[src/source/i2c_pkg.sv]
`default_nettype none

package i2c_pkg;

	// one byte on the bus: address+rw, register, data or received byte
	typedef logic [7:0] byte_t;
	// 7-bit device address, rw bit appended by the sequencer
	typedef logic [6:0] dev_addr_t;
	// clock-rate code, bit period is 2^(code+1) system clocks
	typedef logic [2:0] rate_t;
	// index into the read buffer, also used as a byte count
	typedef logic [3:0] rd_idx_t;

	// commands from sequencer to byte engine
	typedef enum logic [1:0] {
		CMD_START = 2'd0,
		CMD_STOP  = 2'd1,
		CMD_WRITE = 2'd2,
		CMD_READ  = 2'd3
	} bus_cmd_e;

	// job phases
	// first half is the pointer write, second half only for reads
	typedef enum logic [3:0] {
		ST_IDLE,
		ST_START1,
		ST_ADDR_W,
		ST_REG,
		ST_DATA,
		ST_STOP1,
		ST_START2,
		ST_ADDR_R,
		ST_READ,
		ST_STOP2
	} seq_state_e;

	// bytes per burst read
	localparam int BURST_LEN = 11;

	// legal rate codes and the fallback for anything else
	localparam rate_t RATE_MIN = 3'd4;
	localparam rate_t RATE_MAX = 3'd7;
	localparam rate_t RATE_DEFAULT = 3'd6;

	// tick phases per bus bit
	localparam int QUARTERS_PER_BIT = 4;

endpackage

`default_nettype wire

[src/source/i2c_bit_timer.sv]
`default_nettype none

module i2c_bit_timer import i2c_pkg::*; (
	input wire logic i_clk,
	input wire logic i_rst_n,
	input wire logic i_en,
	input wire rate_t i_rate,
	output logic o_tick
);

	// rate code after the legality check
	rate_t rate_eff;
	// clocks per quarter bit, up to 64
	logic [6:0] interval;
	logic [6:0] cnt;

	// out-of-range codes run at the default speed
	assign rate_eff = (i_rate >= RATE_MIN && i_rate <= RATE_MAX) ? i_rate : RATE_DEFAULT;
	// quarter bit = bit period / 4 = 2^(code-1)
	assign interval = 7'd1 << (rate_eff - rate_t'(1));

	always_ff @(posedge i_clk or negedge i_rst_n) begin
		if (!i_rst_n) begin
			cnt <= '0;
			o_tick <= 1'b0;
		end else if (!i_en) begin
			// idle bus, restart the count for the next job
			cnt <= '0;
			o_tick <= 1'b0;
		end else if (cnt == interval - 7'd1) begin
			cnt <= '0;
			o_tick <= 1'b1;
		end else begin
			cnt <= cnt + 7'd1;
			o_tick <= 1'b0;
		end
	end

	// shortest interval is 8 clocks, so ticks never touch
	assert property (@(posedge i_clk) disable iff (!i_rst_n)
		o_tick |=> !o_tick);

endmodule

`default_nettype wire

[src/source/i2c_txn_sequencer.sv]
`default_nettype none

module i2c_txn_sequencer import i2c_pkg::*; (
	input wire logic i_clk,
	input wire logic i_rst_n,
	input wire logic i_start,
	input wire logic i_rw,
	input wire logic i_burst,
	input wire dev_addr_t i_dev_addr,
	input wire byte_t i_reg_addr,
	input wire byte_t i_w_data,
	input wire rate_t i_clk_rate,
	input wire logic i_cmd_done,
	input wire logic i_ack_seen,
	output logic o_ready,
	output logic o_done,
	output logic o_nack,
	output rate_t o_rate,
	output logic o_bus_en,
	output bus_cmd_e o_cmd,
	output logic o_cmd_valid,
	output byte_t o_tx_byte,
	output logic o_ack_out,
	output logic o_txn_start
);

	seq_state_e state;
	seq_state_e nxt;
	// job settings held for the whole job
	logic rw_r;
	dev_addr_t dev_r;
	byte_t reg_r;
	byte_t wdata_r;
	// read bytes still to fetch
	rd_idx_t left;
	// sticky missing-ack flag for this job
	logic nack_r;
	// one command is on the bus
	logic cmd_busy;

	assign o_ready = (state == ST_IDLE);
	assign o_bus_en = (state != ST_IDLE);
	// ack every read byte but the last
	assign o_ack_out = (left != rd_idx_t'(1));

	// command and byte follow the state directly
	always_comb begin
		o_cmd = CMD_STOP;
		o_tx_byte = '0;
		case (state)
			ST_START1, ST_START2: o_cmd = CMD_START;
			ST_ADDR_W: begin
				o_cmd = CMD_WRITE;
				o_tx_byte = {dev_r, 1'b0};
			end
			ST_REG: begin
				o_cmd = CMD_WRITE;
				o_tx_byte = reg_r;
			end
			ST_DATA: begin
				o_cmd = CMD_WRITE;
				o_tx_byte = wdata_r;
			end
			ST_ADDR_R: begin
				o_cmd = CMD_WRITE;
				o_tx_byte = {dev_r, 1'b1};
			end
			ST_READ: o_cmd = CMD_READ;
			default: o_cmd = CMD_STOP;
		endcase
	end

	// where to go once the current command is done
	always_comb begin
		nxt = ST_IDLE;
		case (state)
			ST_START1: nxt = ST_ADDR_W;
			// address nack goes straight to stop
			ST_ADDR_W: nxt = i_ack_seen ? ST_REG : ST_STOP1;
			// reads stop after the register pointer
			ST_REG: nxt = (i_ack_seen && !rw_r) ? ST_DATA : ST_STOP1;
			ST_DATA: nxt = ST_STOP1;
			ST_STOP1: nxt = (rw_r && !nack_r) ? ST_START2 : ST_IDLE;
			ST_START2: nxt = ST_ADDR_R;
			ST_ADDR_R: nxt = i_ack_seen ? ST_READ : ST_STOP2;
			ST_READ: nxt = (left == rd_idx_t'(1)) ? ST_STOP2 : ST_READ;
			default: nxt = ST_IDLE;
		endcase
	end

	// host fields, only sampled on accept
	always_ff @(posedge i_clk) begin
		if (o_ready && i_start) begin
			dev_r <= i_dev_addr;
			reg_r <= i_reg_addr;
			wdata_r <= i_w_data;
		end
	end

	always_ff @(posedge i_clk or negedge i_rst_n) begin
		if (!i_rst_n) begin
			state <= ST_IDLE;
			rw_r <= 1'b0;
			left <= '0;
			nack_r <= 1'b0;
			cmd_busy <= 1'b0;
			o_rate <= RATE_DEFAULT;
			o_done <= 1'b0;
			o_nack <= 1'b0;
			o_cmd_valid <= 1'b0;
			o_txn_start <= 1'b0;
		end else begin
			o_done <= 1'b0;
			o_cmd_valid <= 1'b0;
			o_txn_start <= 1'b0;
			if (state == ST_IDLE) begin
				// start pulses outside idle are dropped
				if (i_start) begin
					state <= ST_START1;
					rw_r <= i_rw;
					o_rate <= i_clk_rate;
					left <= i_burst ? rd_idx_t'(BURST_LEN) : rd_idx_t'(1);
					nack_r <= 1'b0;
					o_cmd_valid <= 1'b1;
					o_txn_start <= i_rw;
				end
			end else if (cmd_busy && i_cmd_done) begin
				cmd_busy <= 1'b0;
				if (o_cmd == CMD_WRITE && !i_ack_seen)
					nack_r <= 1'b1;
				if (state == ST_READ)
					left <= left - rd_idx_t'(1);
				state <= nxt;
				if (nxt == ST_IDLE) begin
					o_done <= 1'b1;
					o_nack <= nack_r;
				end else begin
					o_cmd_valid <= 1'b1;
				end
			end else if (o_cmd_valid) begin
				cmd_busy <= 1'b1;
			end
		end
	end

	// engine takes one command at a time
	assert property (@(posedge i_clk) disable iff (!i_rst_n)
		o_cmd_valid |-> !cmd_busy);

	// host sees ready together with done
	assert property (@(posedge i_clk) disable iff (!i_rst_n)
		o_done |-> o_ready);

endmodule

`default_nettype wire

[src/source/i2c_byte_engine.sv]
`default_nettype none

module i2c_byte_engine import i2c_pkg::*; (
	input wire logic i_clk,
	input wire logic i_rst_n,
	input wire logic i_tick,
	input wire bus_cmd_e i_cmd,
	input wire logic i_cmd_valid,
	input wire byte_t i_tx_byte,
	input wire logic i_ack_out,
	input wire logic i_sda,
	output logic o_scl,
	output logic o_sda_oe,
	output logic o_cmd_done,
	output logic o_ack_seen,
	output byte_t o_rx_byte,
	output logic o_rx_valid
);

	bus_cmd_e cmd_r;
	logic busy;
	// quarter inside the bit and bit inside the command
	logic [1:0] quarter;
	logic [3:0] bit_cnt;
	logic [3:0] last_bit;
	logic accept;
	logic step;
	logic last_tick;
	// transmit and receive shifters
	byte_t tx_sh;
	byte_t rx_sh;
	logic ack_r;
	// level to pull SDA during a data or ack bit
	logic sda_drive;

	assign accept = !busy && i_cmd_valid;
	assign step = busy && i_tick;
	// bytes are 8 data bits plus ack, start and stop a single bit
	assign last_bit = (cmd_r == CMD_WRITE || cmd_r == CMD_READ) ? 4'd8 : 4'd0;
	assign last_tick = step && quarter == 2'(QUARTERS_PER_BIT - 1) && bit_cnt == last_bit;
	assign o_rx_byte = rx_sh;

	always_comb begin
		if (bit_cnt == 4'd8)
			// master ack only on reads, slave owns the line on writes
			sda_drive = (cmd_r == CMD_READ) ? ack_r : 1'b0;
		else
			// zero bits pull, ones release
			sda_drive = (cmd_r == CMD_WRITE) ? ~tx_sh[7] : 1'b0;
	end

	// byte data loaded on accept
	always_ff @(posedge i_clk) begin
		if (accept) begin
			tx_sh <= i_tx_byte;
			ack_r <= i_ack_out;
		end else if (step && cmd_r == CMD_WRITE && quarter == 2'd3) begin
			tx_sh <= {tx_sh[6:0], 1'b0};
		end
		// read data sampled mid SCL high with MSB first
		if (step && cmd_r == CMD_READ && quarter == 2'd2 && bit_cnt != 4'd8)
			rx_sh <= {rx_sh[6:0], i_sda};
	end

	always_ff @(posedge i_clk or negedge i_rst_n) begin
		if (!i_rst_n) begin
			busy <= 1'b0;
			cmd_r <= CMD_STOP;
			quarter <= '0;
			bit_cnt <= '0;
			o_scl <= 1'b1;
			o_sda_oe <= 1'b0;
			o_cmd_done <= 1'b0;
			o_ack_seen <= 1'b0;
			o_rx_valid <= 1'b0;
		end else begin
			o_cmd_done <= 1'b0;
			o_rx_valid <= 1'b0;
			if (accept) begin
				busy <= 1'b1;
				cmd_r <= i_cmd;
				quarter <= '0;
				bit_cnt <= '0;
			end else if (step) begin
				quarter <= quarter + 2'd1;
				if (quarter == 2'd3)
					bit_cnt <= bit_cnt + 4'd1;
				if (last_tick) begin
					busy <= 1'b0;
					o_cmd_done <= 1'b1;
					o_rx_valid <= (cmd_r == CMD_READ);
				end
				case (cmd_r)
					CMD_START: begin
						// SDA falls with SCL high, then SCL drops
						case (quarter)
							2'd0: o_scl <= 1'b1;
							2'd1: o_sda_oe <= 1'b1;
							2'd3: o_scl <= 1'b0;
							default: o_scl <= 1'b1;
						endcase
					end
					CMD_STOP: begin
						// SDA low under SCL low, SCL up, then SDA released
						case (quarter)
							2'd0: begin
								o_scl <= 1'b0;
								o_sda_oe <= 1'b1;
							end
							2'd1: o_scl <= 1'b1;
							2'd2: o_sda_oe <= 1'b0;
							default: o_scl <= 1'b1;
						endcase
					end
					default: begin
						// data bit sets SDA, holds SCL high for two quarters, then drops SCL
						case (quarter)
							2'd0: begin
								o_scl <= 1'b0;
								o_sda_oe <= sda_drive;
							end
							2'd1: o_scl <= 1'b1;
							2'd2: begin
								o_scl <= 1'b1;
								// slave ack is a low SDA in the ninth bit
								if (cmd_r == CMD_WRITE && bit_cnt == 4'd8)
									o_ack_seen <= ~i_sda;
							end
							default: o_scl <= 1'b0;
						endcase
					end
				endcase
			end
		end
	end

	// data and ack bits may only move SDA while SCL is low
	assert property (@(posedge i_clk) disable iff (!i_rst_n)
		($changed(o_sda_oe) && (cmd_r == CMD_WRITE || cmd_r == CMD_READ))
		|-> (!o_scl && !$past(o_scl)));

endmodule

`default_nettype wire

[src/source/i2c_read_buffer.sv]
`default_nettype none

module i2c_read_buffer import i2c_pkg::*; (
	input wire logic i_clk,
	input wire logic i_rst_n,
	input wire logic i_clear,
	input wire logic i_wr_en,
	input wire byte_t i_wr_data,
	input wire rd_idx_t i_rd_idx,
	output byte_t o_rd_data
);

	byte_t mem [BURST_LEN];
	// next free slot
	rd_idx_t wr_ptr;
	logic wr_ok;

	// extra bytes past the burst are dropped
	assign wr_ok = i_wr_en && (wr_ptr < rd_idx_t'(BURST_LEN));
	// host read, out-of-range index reads zero
	assign o_rd_data = (i_rd_idx < rd_idx_t'(BURST_LEN)) ? mem[i_rd_idx] : '0;

	always_ff @(posedge i_clk) begin
		if (wr_ok)
			mem[wr_ptr] <= i_wr_data;
	end

	always_ff @(posedge i_clk or negedge i_rst_n) begin
		if (!i_rst_n)
			wr_ptr <= '0;
		else if (i_clear)
			wr_ptr <= '0;
		else if (wr_ok)
			wr_ptr <= wr_ptr + rd_idx_t'(1);
	end

	// sequencer never asks for more than a burst per job
	assert property (@(posedge i_clk) disable iff (!i_rst_n)
		i_wr_en |-> (wr_ptr < rd_idx_t'(BURST_LEN)));

endmodule

`default_nettype wire

[src/source/i2c_master_top.sv]
`default_nettype none

module i2c_master_top import i2c_pkg::*; (
	input wire logic i_clk,
	input wire logic i_rst_n,
	// host job
	input wire logic i_start,
	input wire logic i_rw,
	input wire logic i_burst,
	input wire dev_addr_t i_dev_addr,
	input wire byte_t i_reg_addr,
	input wire byte_t i_w_data,
	input wire rate_t i_clk_rate,
	input wire rd_idx_t i_rd_idx,
	output logic o_ready,
	output logic o_done,
	output logic o_nack,
	output byte_t o_rd_data,
	// bus pins, SDA is open drain
	output logic o_scl,
	output logic o_sda_oe,
	input wire logic i_sda
);

	rate_t rate;
	logic bus_en;
	logic tick;
	bus_cmd_e cmd;
	logic cmd_valid;
	byte_t tx_byte;
	logic ack_out;
	logic cmd_done;
	logic ack_seen;
	byte_t rx_byte;
	logic rx_valid;
	logic txn_start;

	// quarter-bit ticks
	i2c_bit_timer u_timer (
		.i_clk(i_clk),
		.i_rst_n(i_rst_n),
		.i_en(bus_en),
		.i_rate(rate),
		.o_tick(tick)
	);

	i2c_txn_sequencer u_seq (
		.i_clk(i_clk),
		.i_rst_n(i_rst_n),
		.i_start(i_start),
		.i_rw(i_rw),
		.i_burst(i_burst),
		.i_dev_addr(i_dev_addr),
		.i_reg_addr(i_reg_addr),
		.i_w_data(i_w_data),
		.i_clk_rate(i_clk_rate),
		.i_cmd_done(cmd_done),
		.i_ack_seen(ack_seen),
		.o_ready(o_ready),
		.o_done(o_done),
		.o_nack(o_nack),
		.o_rate(rate),
		.o_bus_en(bus_en),
		.o_cmd(cmd),
		.o_cmd_valid(cmd_valid),
		.o_tx_byte(tx_byte),
		.o_ack_out(ack_out),
		.o_txn_start(txn_start)
	);

	i2c_byte_engine u_engine (
		.i_clk(i_clk),
		.i_rst_n(i_rst_n),
		.i_tick(tick),
		.i_cmd(cmd),
		.i_cmd_valid(cmd_valid),
		.i_tx_byte(tx_byte),
		.i_ack_out(ack_out),
		.i_sda(i_sda),
		.o_scl(o_scl),
		.o_sda_oe(o_sda_oe),
		.o_cmd_done(cmd_done),
		.o_ack_seen(ack_seen),
		.o_rx_byte(rx_byte),
		.o_rx_valid(rx_valid)
	);

	// received bytes for the host
	i2c_read_buffer u_rdbuf (
		.i_clk(i_clk),
		.i_rst_n(i_rst_n),
		.i_clear(txn_start),
		.i_wr_en(rx_valid),
		.i_wr_data(rx_byte),
		.i_rd_idx(i_rd_idx),
		.o_rd_data(o_rd_data)
	);

endmodule

`default_nettype wire

[config.mk]
export PLATFORM = sky130hd
export DESIGN_NAME = i2c_master_top
export DESIGN_NICKNAME = d
export VERILOG_FILES = /design/src/source/i2c_pkg.sv /design/src/source/i2c_bit_timer.sv /design/src/source/i2c_txn_sequencer.sv /design/src/source/i2c_byte_engine.sv /design/src/source/i2c_read_buffer.sv /design/src/source/i2c_master_top.sv
export SDC_FILE = /design/constraint.sdc
export NUM_CORES = 1
export LEC_CHECK = 0
export BUFFER_PORTS_ARGS = -buffer_cell sky130_fd_sc_hd__buf_2
export CORE_ASPECT_RATIO = 1.5
export CORE_MARGIN = 2
export CORE_UTILIZATION = 40
export CTS_BUF_LIST = sky130_fd_sc_hd__clkbuf_8 sky130_fd_sc_hd__clkbuf_16
export CTS_CLUSTER_SIZE = 25
export DETAILED_ROUTE_END_ITERATION = 12
export SLEW_MARGIN = 15
export SYNTH_ARGS = -nofsm -noshare
export SYNTH_HDL_FRONTEND = slang
export SYNTH_SLANG_ARGS = --single-unit
[constraint.sdc]
create_clock -name i_clk -period 2.5 [get_ports i_clk]
set_input_delay 0.5 -clock i_clk [delete_from_list [all_inputs] [get_ports i_clk]]
set_output_delay 0.5 -clock i_clk [all_outputs]
set_load 0.005 [all_outputs]
==> metrics.txt, run 1 <==
I/O pins 49; number of different library cells in the post-synthesis netlist 62; Clk pin slew, worst setup/hold paths 0.06 ns; final worst-path cycle share 92.2%; capture point of the worst path o_rd_data[4]; drt initial violations 216; delay of the slowest cell on the worst path 0.36 ns; number of port buffers 48; slowest stage cell, crit path buf_2; Power Density 688 mW/mm^2; worst r2r src u_rdbuf.wr_ptr[0]$_DFFE_PN0P_; aggregate routed wire length 14100 um; number of enable-type register cells in the synthesized netlist 128; Total Power Consumption 5.75 mW; cell-internal power 4.58 mW; Psw 1.17 mW; kind of critical path in2out; run status finished, final reports clean; endpoints failing setup 0; CTS root buffer clkbuf_16; via count of the first global-routing pass 4318; Sinks on Clock Net 172; worst path arrival time 1.80 ns; Util after Layout 46.6%; max-cap violations 0; slew of the pin with the lowest slew margin 0.582 ns; shortest period the worst path allows 2.30 ns; global-route congestion overflow total 0; most frequent cells after synthesis 128 x edfxtp_1, 40 x dfrtp_1, 32 x nor2_1; number of design rule violations left after detail routing 0; last weighted congestion value of the routability-driven placer 0.835; maximum number of pins on one net before global-route repair 45; Fmax achieved 434 MHz; endpoint class of the critical path primary output; switching power as a share of total power 20.3%; insertion delay to the later sink of the worst-skew pair 0.43 ns; leakage 3.09 nW; fill cell instance count of the final layout 1565; relative contribution of sequential cells to total power 52.9%; post-synth top area cell edfxtp_1; worst min-delay path class in2async; post-synthesis async set-or-reset flop share 25.6%; cell types with the largest area share after synthesis edfxtp_1 52%, dfrtp_1 14%, mux4_2 4.9%, ha_1 2.2%, nor2_1 1.6%; Via-to-Cell Ratio 5.39; number of cells on the worst reg-to-reg path 5; TritonCTS Buffers 17; Starting Density 40.8%; launching instance or port of the critical path i_rd_idx[1]; antenna cell count 0; Combinational Power Share 2.7%; top fanout value on the critical path 18; die outline height 170 um; CTS tree yes; capture point of the worst reg-to-reg path u_rdbuf.mem[8][4]$_DFFE_PP_; total nets after synthesis 551; cell chain of the critical path buf_2, buf_12, mux4_2, o21ai_1, o21ai_1, buf_2; data required time of the worst path 2.00 ns; number of endpoints with negative hold slack in the final report 0; antenna-violating nets left 0; placeable core area 0.0179 mm^2; Rel. slew slack 61.2%; prevailing post-synth register cell edfxtp_1; Clock power frac 44.4%; DRT Pass-1 Iters 4; antenna violations before repair 0; instance count after placement with tap cells included 751; Syn. warnings 0; setup repair after global routing missed its margin false; area fraction of the dominant cell type after synthesis 52.5%; peak supply drop 0.421 mV; Post-Route Hold Slack 0.135 ns; average wire length per cell after detail routing 18.0 um; Setup crit start kind input port; Std-Cell Rows 60; estimated wirelength of the detail-placed design 9770 um; average size of a mapped cell 14.6 um^2; number of cells produced by synthesis 502; x dimension of the die 114 um; clock tree skew after final layout 0.00644 ns; net count of the finished layout 602; final-layout setup total negative slack 0 ns; post-synthesis register bit count 172; die area 0.0194 mm^2; largest buffer count on any clock path 2; Finished Layout Cells 783; overall routing resource usage 15.6%; minimum setup slack among reg-to-reg paths 0.20 ns; post-synthesis instance area 0.00732 mm^2; area added between synthesis and finish 14.3%; most common cell in the netlist edfxtp_1; share of layout cells above drive strength 1 21.9%; H-Tree Level Count 4; total number of vias 4222; Slew Limit Fails 0; wire length of the first global-routing pass 22700 um; sequential element share of the synthesized area 67.6%
-- metrics by stage --
step / area (um^2) / setup WS (ns)
after detailed placement: 7790 / 0.141
after floorplan: 7320 / 0.515
after CTS: 8360 / 0.159
final: 8370 / 0.196
after global placement: 7790 / 0.197
after global routing: 8370 / 0.00123
-- final cells by class --
class                      count  area [um^2]  area share, %
clock buffer                  17          425           5.09
multi-input combinational    289         2160           25.8
inverter                      14         62.6          0.748
tap                          217          272           3.25
timing repair buffer          59          348           4.16
clock inverter                15          148           1.76
sequential                   172         4950           59.2
-- worst min-delay path by stage --
stage,startpoint,endpoint,slack [ns],cells after the start
after floorplan,i_rst_n,u_engine.bit_cnt[0]$_DFFE_PN0P_,0.20,0
after global placement,u_timer.cnt[0]$_DFF_PN0_,u_timer.cnt[0]$_DFF_PN0_,0.46,1
after detailed placement,u_timer.cnt[0]$_DFF_PN0_,u_timer.cnt[0]$_DFF_PN0_,0.47,1
after CTS,i_rst_n,u_timer.cnt[4]$_DFF_PN0_,0.17,2
after global routing,i_rst_n,u_engine.quarter[1]$_DFFE_PN0P_,0.19,2
final,i_rst_n,u_engine.quarter[1]$_DFFE_PN0P_,0.14,2
-- logic make-up (layout without fill, tap and decap cells) --
| family | after synthesis | count (layout) | synth area share (%) |
|---|---|---|---|
| AO/OA/AOI/OAI | 90 | 90 | 7.98 |
| XOR/XNOR | 17 | 17 | 2.03 |
| adder cells (fa/ha/maj) | 13 | 13 | 2.22 |
| buffers and inverters | 41 | 105 | 2.92 |
| flip-flops | 172 | 172 | 67.6 |
| multiplexers | 32 | 32 | 7.23 |
| AND/OR/NAND/NOR | 137 | 137 | 10.0 |
-- state kept, by name, indices dropped and copies added, names as in the netlist, 3 cells and up --
register	cells
u_rdbuf.mem	88
u_engine.o_rx_byte	8
u_engine.tx_sh	8
u_seq.reg_r	8
u_seq.wdata_r	8
u_seq.dev_r	7
u_timer.cnt	7
u_engine.bit_cnt	4
u_rdbuf.wr_ptr	4
u_seq.left	4
u_seq.state	4
u_seq.o_rate	3
-- power groups by stage --
stage	sequential [mW]	combinational (mW)	clock, mW
after CTS	3.04	0.160	2.60
after detailed placement	3.10	0.159	0
after global routing	3.04	0.173	2.73
after global placement	3.10	0.155	0
after floorplan	3.10	0.0818	0
final	3.04	0.155	2.56
-- layout by cell type, fill, tap and decap left out, types with 13 or more instances in the layout --
master,count
mux4_2,16
o21ai_0,15
dfrtp_1,40
buf_2,48
edfxtp_1,128
o21ai_1,18
nand3_1,13
nor2_1,32
a22oi_1,14
nand2_1,30
ha_1,13
clkbuf_16,17
-- worst max-delay path, delay by kind of cell --
family / cells / cell delay [ns]
compound gates: 2 / 0.30
buf+inv: 3 / 0.70
mux: 1 / 0.30
-- repair_timing --
action | 4_1_cts | 5_1_grt
resized for setup | 0 | 2
hold endpoints to repair | 0 | 0
hold buffers | 0 | 0
setup buffers | 0 | 0
endpoints found under the setup margin | 0 | 16
-- per-layer routing --
| layer | vias to the layer above | wire length [um] | GRT usage, % |
|---|---|---|---|
| met4 | 0 | 361 | 6.10 |
| li1 | 1992 | - | - |
| met1 | 2100 | 5270 | 16.7 |
| met3 | 26 | 584 | 4.54 |
| met2 | 104 | 7900 | 28.5 |
| met5 | - | 0 | 0 |
(Power assumes the default switching activity.)
==> run 2, diff against run 1 <==
==> constraint.sdc (replaced) <==
create_clock -name i_clk -period 2.5 [get_ports i_clk]
set_input_delay 0.375 -clock i_clk [delete_from_list [all_inputs] [get_ports i_clk]]
set_output_delay 0.375 -clock i_clk [all_outputs]
set_load 0.005 [all_outputs]
==> run 2 against run 1 <==
Compared with the run above:
- register-to-register slack improved by 0.10 ns
- combinational power barely moved
- first-iteration DRC count rose by 17%
- count of clock-buffer cells in the layout did not move
- sequential share of layout area barely moved
==> metrics.txt, run 2 (synthesis results as in run 1) <==
CP Buf/Inv Count 2 (-1); global-route congestion overflow total 0 (unchanged); H-Tree Level Count 4 (unchanged); clock tree skew after final layout 0.0116 ns (+0.00515 ns); number of port buffers 48 (unchanged); CTS root buffer clkbuf_16; placeable core area 0.0179 mm^2 (unchanged); Power Density 693 mW/mm^2 (+0.71%); data required time of the worst path 2.12 ns (+0.12 ns); aggregate routed wire length 13900 um (-1.3%); number of post-CTS setup repair buffers 0 (unchanged); Psw 1.19 mW (+1.8%); endpoints failing setup 0 (unchanged); estimated wirelength of the detail-placed design 9900 um (+1.4%); Setup crit start kind input port; Starting Density 40.8% (unchanged); total number of vias 4202 (-0.47%); Post-Route Hold Slack 0.0278 ns (-0.107 ns); CTS hold repair buffers 0 (unchanged); wire length of the first global-routing pass 22500 um (-0.73%); die area 0.0194 mm^2 (unchanged); I/O pins 49 (unchanged); worst min-delay path class in2async; area added between synthesis and finish 14.3% (about the same); Clock power frac 44.9% (+0.5 points); TritonCTS Buffers 17 (unchanged); slowest stage cell, crit path mux4_2; Rel. slew slack 48.2% (-13 points); max-cap violations 0 (unchanged); largest buffer count on any clock path 2 (unchanged); largest register by flop count u_rdbuf.mem; last weighted congestion value of the routability-driven placer 0.781 (-6.5%); final worst-path cycle share 88.5% (-3.7 points); leakage 3.09 nW (+0.22%); Std-Cell Rows 60 (unchanged); antenna cell count 0 (unchanged); top fanout value on the critical path 17 (-1); cell-internal power 4.61 mW (+0.47%); cell chain of the critical path buf_2, mux4_2, o21ai_0, o21ai_0, buf_2; run status finished, final reports clean; sequential standard cell area 0.00495 mm^2 (unchanged); setup repair after global routing missed its margin false; die outline height 170 um (unchanged); peak supply drop 0.452 mV (+7.2%); drt initial violations 252 (+17%); overall routing resource usage 15.4% (-0.13 points); switching power as a share of total power 20.5% (+0.21 points); delay of the slowest cell on the worst path 0.58 ns (+0.22 ns); net count of the finished layout 602 (unchanged); shortest period the worst path allows 2.21 ns (-0.0919 ns); post-CTS sizing 0 (unchanged); Slew Limit Fails 0 (unchanged); number of design rule violations left after detail routing 0 (unchanged); kind of critical path in2out; slew of the pin with the lowest slew margin 0.777 ns (+0.195 ns); antenna violations before repair 0 (unchanged); maximum number of pins on one net before global-route repair 33 (-27%); insertion delay to the later sink of the worst-skew pair 0.43 ns (about the same); CTS tree yes; Util after Layout 46.6% (about the same); Clk pin slew, worst setup/hold paths 0.06 ns (about the same); Largest register FFs 88 (unchanged); final-layout setup total negative slack 0 ns (unchanged); share of layout cells above drive strength 1 21.7% (-0.18 points); Via-to-Cell Ratio 5.37 (-0.47%); Fmax achieved 452 MHz (+4.2%); worst path arrival time 1.84 ns (+0.04 ns); endpoint class of the critical path primary output; Sinks on Clock Net 172 (unchanged); commonest cells after routing, fill and taps aside 128 x edfxtp_1, 48 x buf_2, 40 x dfrtp_1, 32 x nor2_1, 30 x nand2_1; via count of the first global-routing pass 4486 (+3.9%); fill cell instance count of the final layout 1565 (unchanged); relative contribution of sequential cells to total power 52.5% (-0.4 points); Combinational Power Share 2.6% (about the same); number of endpoints with negative hold slack in the final report 0 (unchanged); top cell family by delay on the critical path buffers and inverters; antenna-violating nets left 0 (unchanged); most common cell after layout, fill and taps aside edfxtp_1; DRT Pass-1 Iters 7 (+3); average wire length per cell after detail routing 17.8 um (-1.3%); x dimension of the die 114 um (unchanged); multi-input gate area in the final layout 0.00216 mm^2 (-0.12%)
-- run 2: cell types whose count changed in the layout (fill, tap and decap cells not counted), sizes merged --
cell      before  now
inv           15   17
clkinvlp       3    1
-- run 2: through the flow --
stage	std cells	area (um^2)	setup WS [ns]	power, mW
finish	783	8370	0.287	5.80
global route	783	8370	0.0252	6.00
detailed placement	751	7780	0.221	3.26
global placement	751	7780	0.218	3.26
CTS	783	8370	0.224	5.87
floorplan	502	7320	0.593	3.19
-- run 2: worst paths after layout --
| path | end | cells past startpoint | start | slack, ns |
|---|---|---|---|---|
| max in group asynchronous | u_engine.cmd_r[0]$_DFFE_PN1P_ | 2 | i_rst_n | 1.77 |
| max | o_rd_data[1] | 5 | i_rd_idx[0] | 0.29 |
| min in group i_clk | u_seq.reg_r[1]$_DFFE_PP_ | 1 | i_reg_addr[1] | 0.12 |
| min | u_engine.quarter[1]$_DFFE_PN0P_ | 1 | i_rst_n | 0.03 |
| min reg2reg | u_timer.cnt[0]$_DFF_PN0_ | 1 | u_timer.cnt[0]$_DFF_PN0_ | 0.48 |
| max reg2reg | u_rdbuf.mem[8][1]$_DFFE_PP_ | 5 | u_rdbuf.wr_ptr[0]$_DFFE_PN0P_ | 0.30 |
-- run 2: layer usage --
| layer | up-vias | track usage [%] | wire (um) |
|---|---|---|---|
| li1 | 2006 | - | - |
| met1 | 2061 | 15.9 | 5210 |
| met2 | 104 | 28.9 | 7810 |
| met3 | 31 | 3.57 | 517 |
| met4 | 0 | 7.42 | 401 |
| met5 | - | 0 | 0 |
-- run 2: layout make-up --
| type | instances | area share [%] |
|---|---|---|
| Sequential cell | 172 | 59.2 |
| Clock buffer | 17 | 5.08 |
| Multi-Input combinational cell | 289 | 25.8 |
| Tap cell | 217 | 3.24 |
| Timing Repair Buffer | 59 | 4.01 |
| Inverter | 14 | 0.748 |
| Clock inverter | 15 | 1.97 |
-- run 2: worst reg2reg max path, cell delays in order, from the launching register on --
cell and delay, ns:
dfrtp_1 0.42, ha_1 0.23, o21ai_0 0.28, nand2_1 0.15, nor3b_1 0.30, and2_1 0.45
-- run 2: power by group through the flow --
stage | registers (mW) | logic (mW) | clock network [mW]
floorplan | 3.10 | 0.0818 | 0
global placement | 3.10 | 0.153 | 0
detailed placement | 3.10 | 0.157 | 0
CTS | 3.04 | 0.157 | 2.67
global route | 3.04 | 0.169 | 2.78
finish | 3.04 | 0.152 | 2.60
==> run 3, diff against run 2 <==
Settings changed: CELL_PAD_IN_SITES_DETAIL_PLACEMENT set to 1, CELL_PAD_IN_SITES_GLOBAL_PLACEMENT set to 1, MAX_ROUTING_LAYER set to met4, PLACE_DENSITY_LB_ADDON set to 0.1.
==> run 3 against run 2 <==
Compared with the run above:
- count of clock-buffer cells in the layout increased by 1
- routed wire length increased by 8.8%
- design area increased by 0.55%
- die area unchanged
- global-route usage increased by 1.9 points
- register-to-register slack got worse by 0.02 ns
- maximum frequency decreased by 0.26%
- non-clock buffer count increased by 6
- critical path type is now reg2out
==> metrics.txt, run 3 (synthesis results as in run 1) <==
DRT Pass-1 Iters 4 (-3); clock tree skew after final layout 0.00895 ns (-0.00264 ns); TritonCTS Buffers 17 (unchanged); Psw 1.26 mW (+5.7%); relative contribution of sequential cells to total power 52.3% (-0.2 points); Power Density 691 mW/mm^2 (-0.25%); Via-to-Cell Ratio 5.38 (+0.33%); CTS root buffer clkbuf_16; largest buffer count on any clock path 2 (unchanged); setup repair after global routing missed its margin false; die area 0.0194 mm^2 (unchanged); Combinational Power Share 2.7% (about the same); Sinks on Clock Net 172 (unchanged); Std-Cell Rows 60 (unchanged); run status finished, final reports clean; antenna cell count 0 (unchanged); Starting Density 40.8% (unchanged); endpoints failing setup 0 (unchanged); cell-internal power 4.56 mW (-1.1%); CTS tree yes; antenna violations before repair 0 (unchanged); die outline height 170 um (unchanged); switching power as a share of total power 21.7% (+1.1 points); placeable core area 0.0179 mm^2 (unchanged); overall routing resource usage 17.4% (+1.9 points); number of design rule violations left after detail routing 0 (unchanged); drt initial violations 208 (-17%); maximum number of pins on one net before global-route repair 29 (-12%); Total Power Consumption 5.81 mW (+0.30%); Clock power frac 45.0% (about the same); estimated wirelength of the detail-placed design 10800 um (+8.8%); insertion delay to the later sink of the worst-skew pair 0.43 ns (about the same); aggregate routed wire length 15200 um (+8.8%); Post-Route Hold Slack 0.115 ns (+0.0871 ns); worst min-delay path class in2reg; area added between synthesis and finish 14.9%; most common cell after layout, fill and taps aside edfxtp_1; commonest cells after routing, fill and taps aside 128 x edfxtp_1, 48 x buf_2, 40 x dfrtp_1, 32 x nor2_1, 30 x nand2_1; net count of the finished layout 608 (+1.0%); last weighted congestion value of the routability-driven placer 0.824 (+5.6%); top fanout value on the critical path 1 (-16); peak supply drop 0.542 mV (+20%); number of post-CTS setup repair buffers 0 (unchanged); final-layout setup total negative slack 0 ns (unchanged); I/O pins 49 (unchanged); number of port buffers 48 (unchanged); final worst-path cycle share 88.7% (+0.23 points); H-Tree Level Count 4 (unchanged); via count of the first global-routing pass 4696 (+4.7%); number of endpoints with negative hold slack in the final report 0 (unchanged); kind of critical path reg2out; Rel. slew slack 59.1% (+11 points); Clk pin slew, worst setup/hold paths 0.07 ns (about the same); average wire length per cell after detail routing 19.2 um (+8.0%); share of layout cells above drive strength 1 22.4% (+0.65 points); data required time of the worst path 2.12 ns (about the same); Slew Limit Fails 0 (unchanged); slew of the pin with the lowest slew margin 0.610 ns (-0.167 ns); largest register by flop count u_rdbuf.mem; endpoint class of the critical path primary output; total number of vias 4248 (+1.1%); Setup crit start kind flop; worst path arrival time 1.84 ns (about the same); x dimension of the die 114 um (unchanged); Largest register FFs 88 (unchanged); leakage 3.12 nW (+0.89%); Fmax achieved 451 MHz (-0.26%); wire length of the first global-routing pass 24600 um (+9.1%); max-cap violations 0 (unchanged); antenna-violating nets left 0 (unchanged); global-route congestion overflow total 0 (unchanged); shortest period the worst path allows 2.22 ns (+0.00568 ns)
-- run 3: cell count changes in the layout (fill, tap and decap cells not counted), moves of 2 or more --
| cell | delta |
|---|---|
| clkinv_2 | -2 |
| inv_6 | +3 |
| clkinv_4 | -2 |
| buf_4 | +5 |
-- run 3: path summary, 6_finish.rpt --
| path | to | start | slack [ns] | cells after the start |
|---|---|---|---|---|
| max | o_rd_data[4] | u_rdbuf.mem[2][4]$_DFFE_PP_ | 0.28 | 4 |
| max in group asynchronous | u_rdbuf.wr_ptr[0]$_DFFE_PN0P_ | i_rst_n | 1.25 | 3 |
| min | u_seq.dev_r[2]$_DFFE_PP_ | i_dev_addr[2] | 0.11 | 1 |
| max reg2reg | u_rdbuf.mem[9][6]$_DFFE_PP_ | u_rdbuf.wr_ptr[1]$_DFFE_PN0P_ | 0.28 | 5 |
| min in group asynchronous | u_seq.nack_r$_DFFE_PN0P_ | i_rst_n | 0.51 | 2 |
| min reg2reg | u_rdbuf.wr_ptr[2]$_DFFE_PN0P_ | u_seq.o_txn_start$_DFF_PN0_ | 0.48 | 1 |
-- run 3: power by group through the flow --
stage	Clock, mW	Combinational [mW]	Sequential (mW)
CTS	2.69	0.161	3.04
global placement	0	0.158	3.10
finish	2.62	0.157	3.04
floorplan	0	0.0818	3.10
global route	2.80	0.173	3.04
detailed placement	0	0.160	3.10
-- run 3: stage by stage --
| stage | setup slack (ns) | utilization (%) | area, um^2 | instances |
|---|---|---|---|---|
| 2_1_floorplan | 0.593 | - | 7320 | 502 |
| 3_3_place_gp | 0.330 | 43.6 | 7820 | 756 |
| 3_5_place_dp | 0.259 | 43.6 | 7820 | 756 |
| 4_1_cts | 0.244 | 46.9 | 8410 | 789 |
| 5_1_grt | 0.116 | 46.9 | 8410 | 789 |
| 6_report | 0.282 | 46.9 | 8410 | 789 |
-- run 3: what timing repair did --
| item | in CTS | in global routing |
|---|---|---|
| setup endpoints to repair | 0 | 0 |
| hold buffers | 1 | 0 |
| endpoints found under the hold margin | 17 | 0 |
| resized for setup | 0 | 0 |
-- run 3: layout make-up --
type	count	area (um^2)
Fill cell	1805	9530
Sequential cell	172	4950
Multi-Input combinational cell	289	2160
Clock buffer	18	439
Timing Repair Buffer	65	383
Tap cell	217	272
Clock inverter	14	150
Inverter	14	62.6
-- run 3: per-layer routing --
layer,up-vias,GRT usage [%],share of wire [%]
met2,79,30.8,55
met1,2136,18.3,39
met4,0,7.90,3.0
li1,2005,-,-
met3,28,3.71,2.6
met5,-,-,0
-- run 3: worst max-delay path: stages, from the launching register on --
cell and delay [ns]:
edfxtp_1 0.38, mux4_2 0.47, o21ai_1 0.31, o21ai_1 0.11, buf_2 0.14
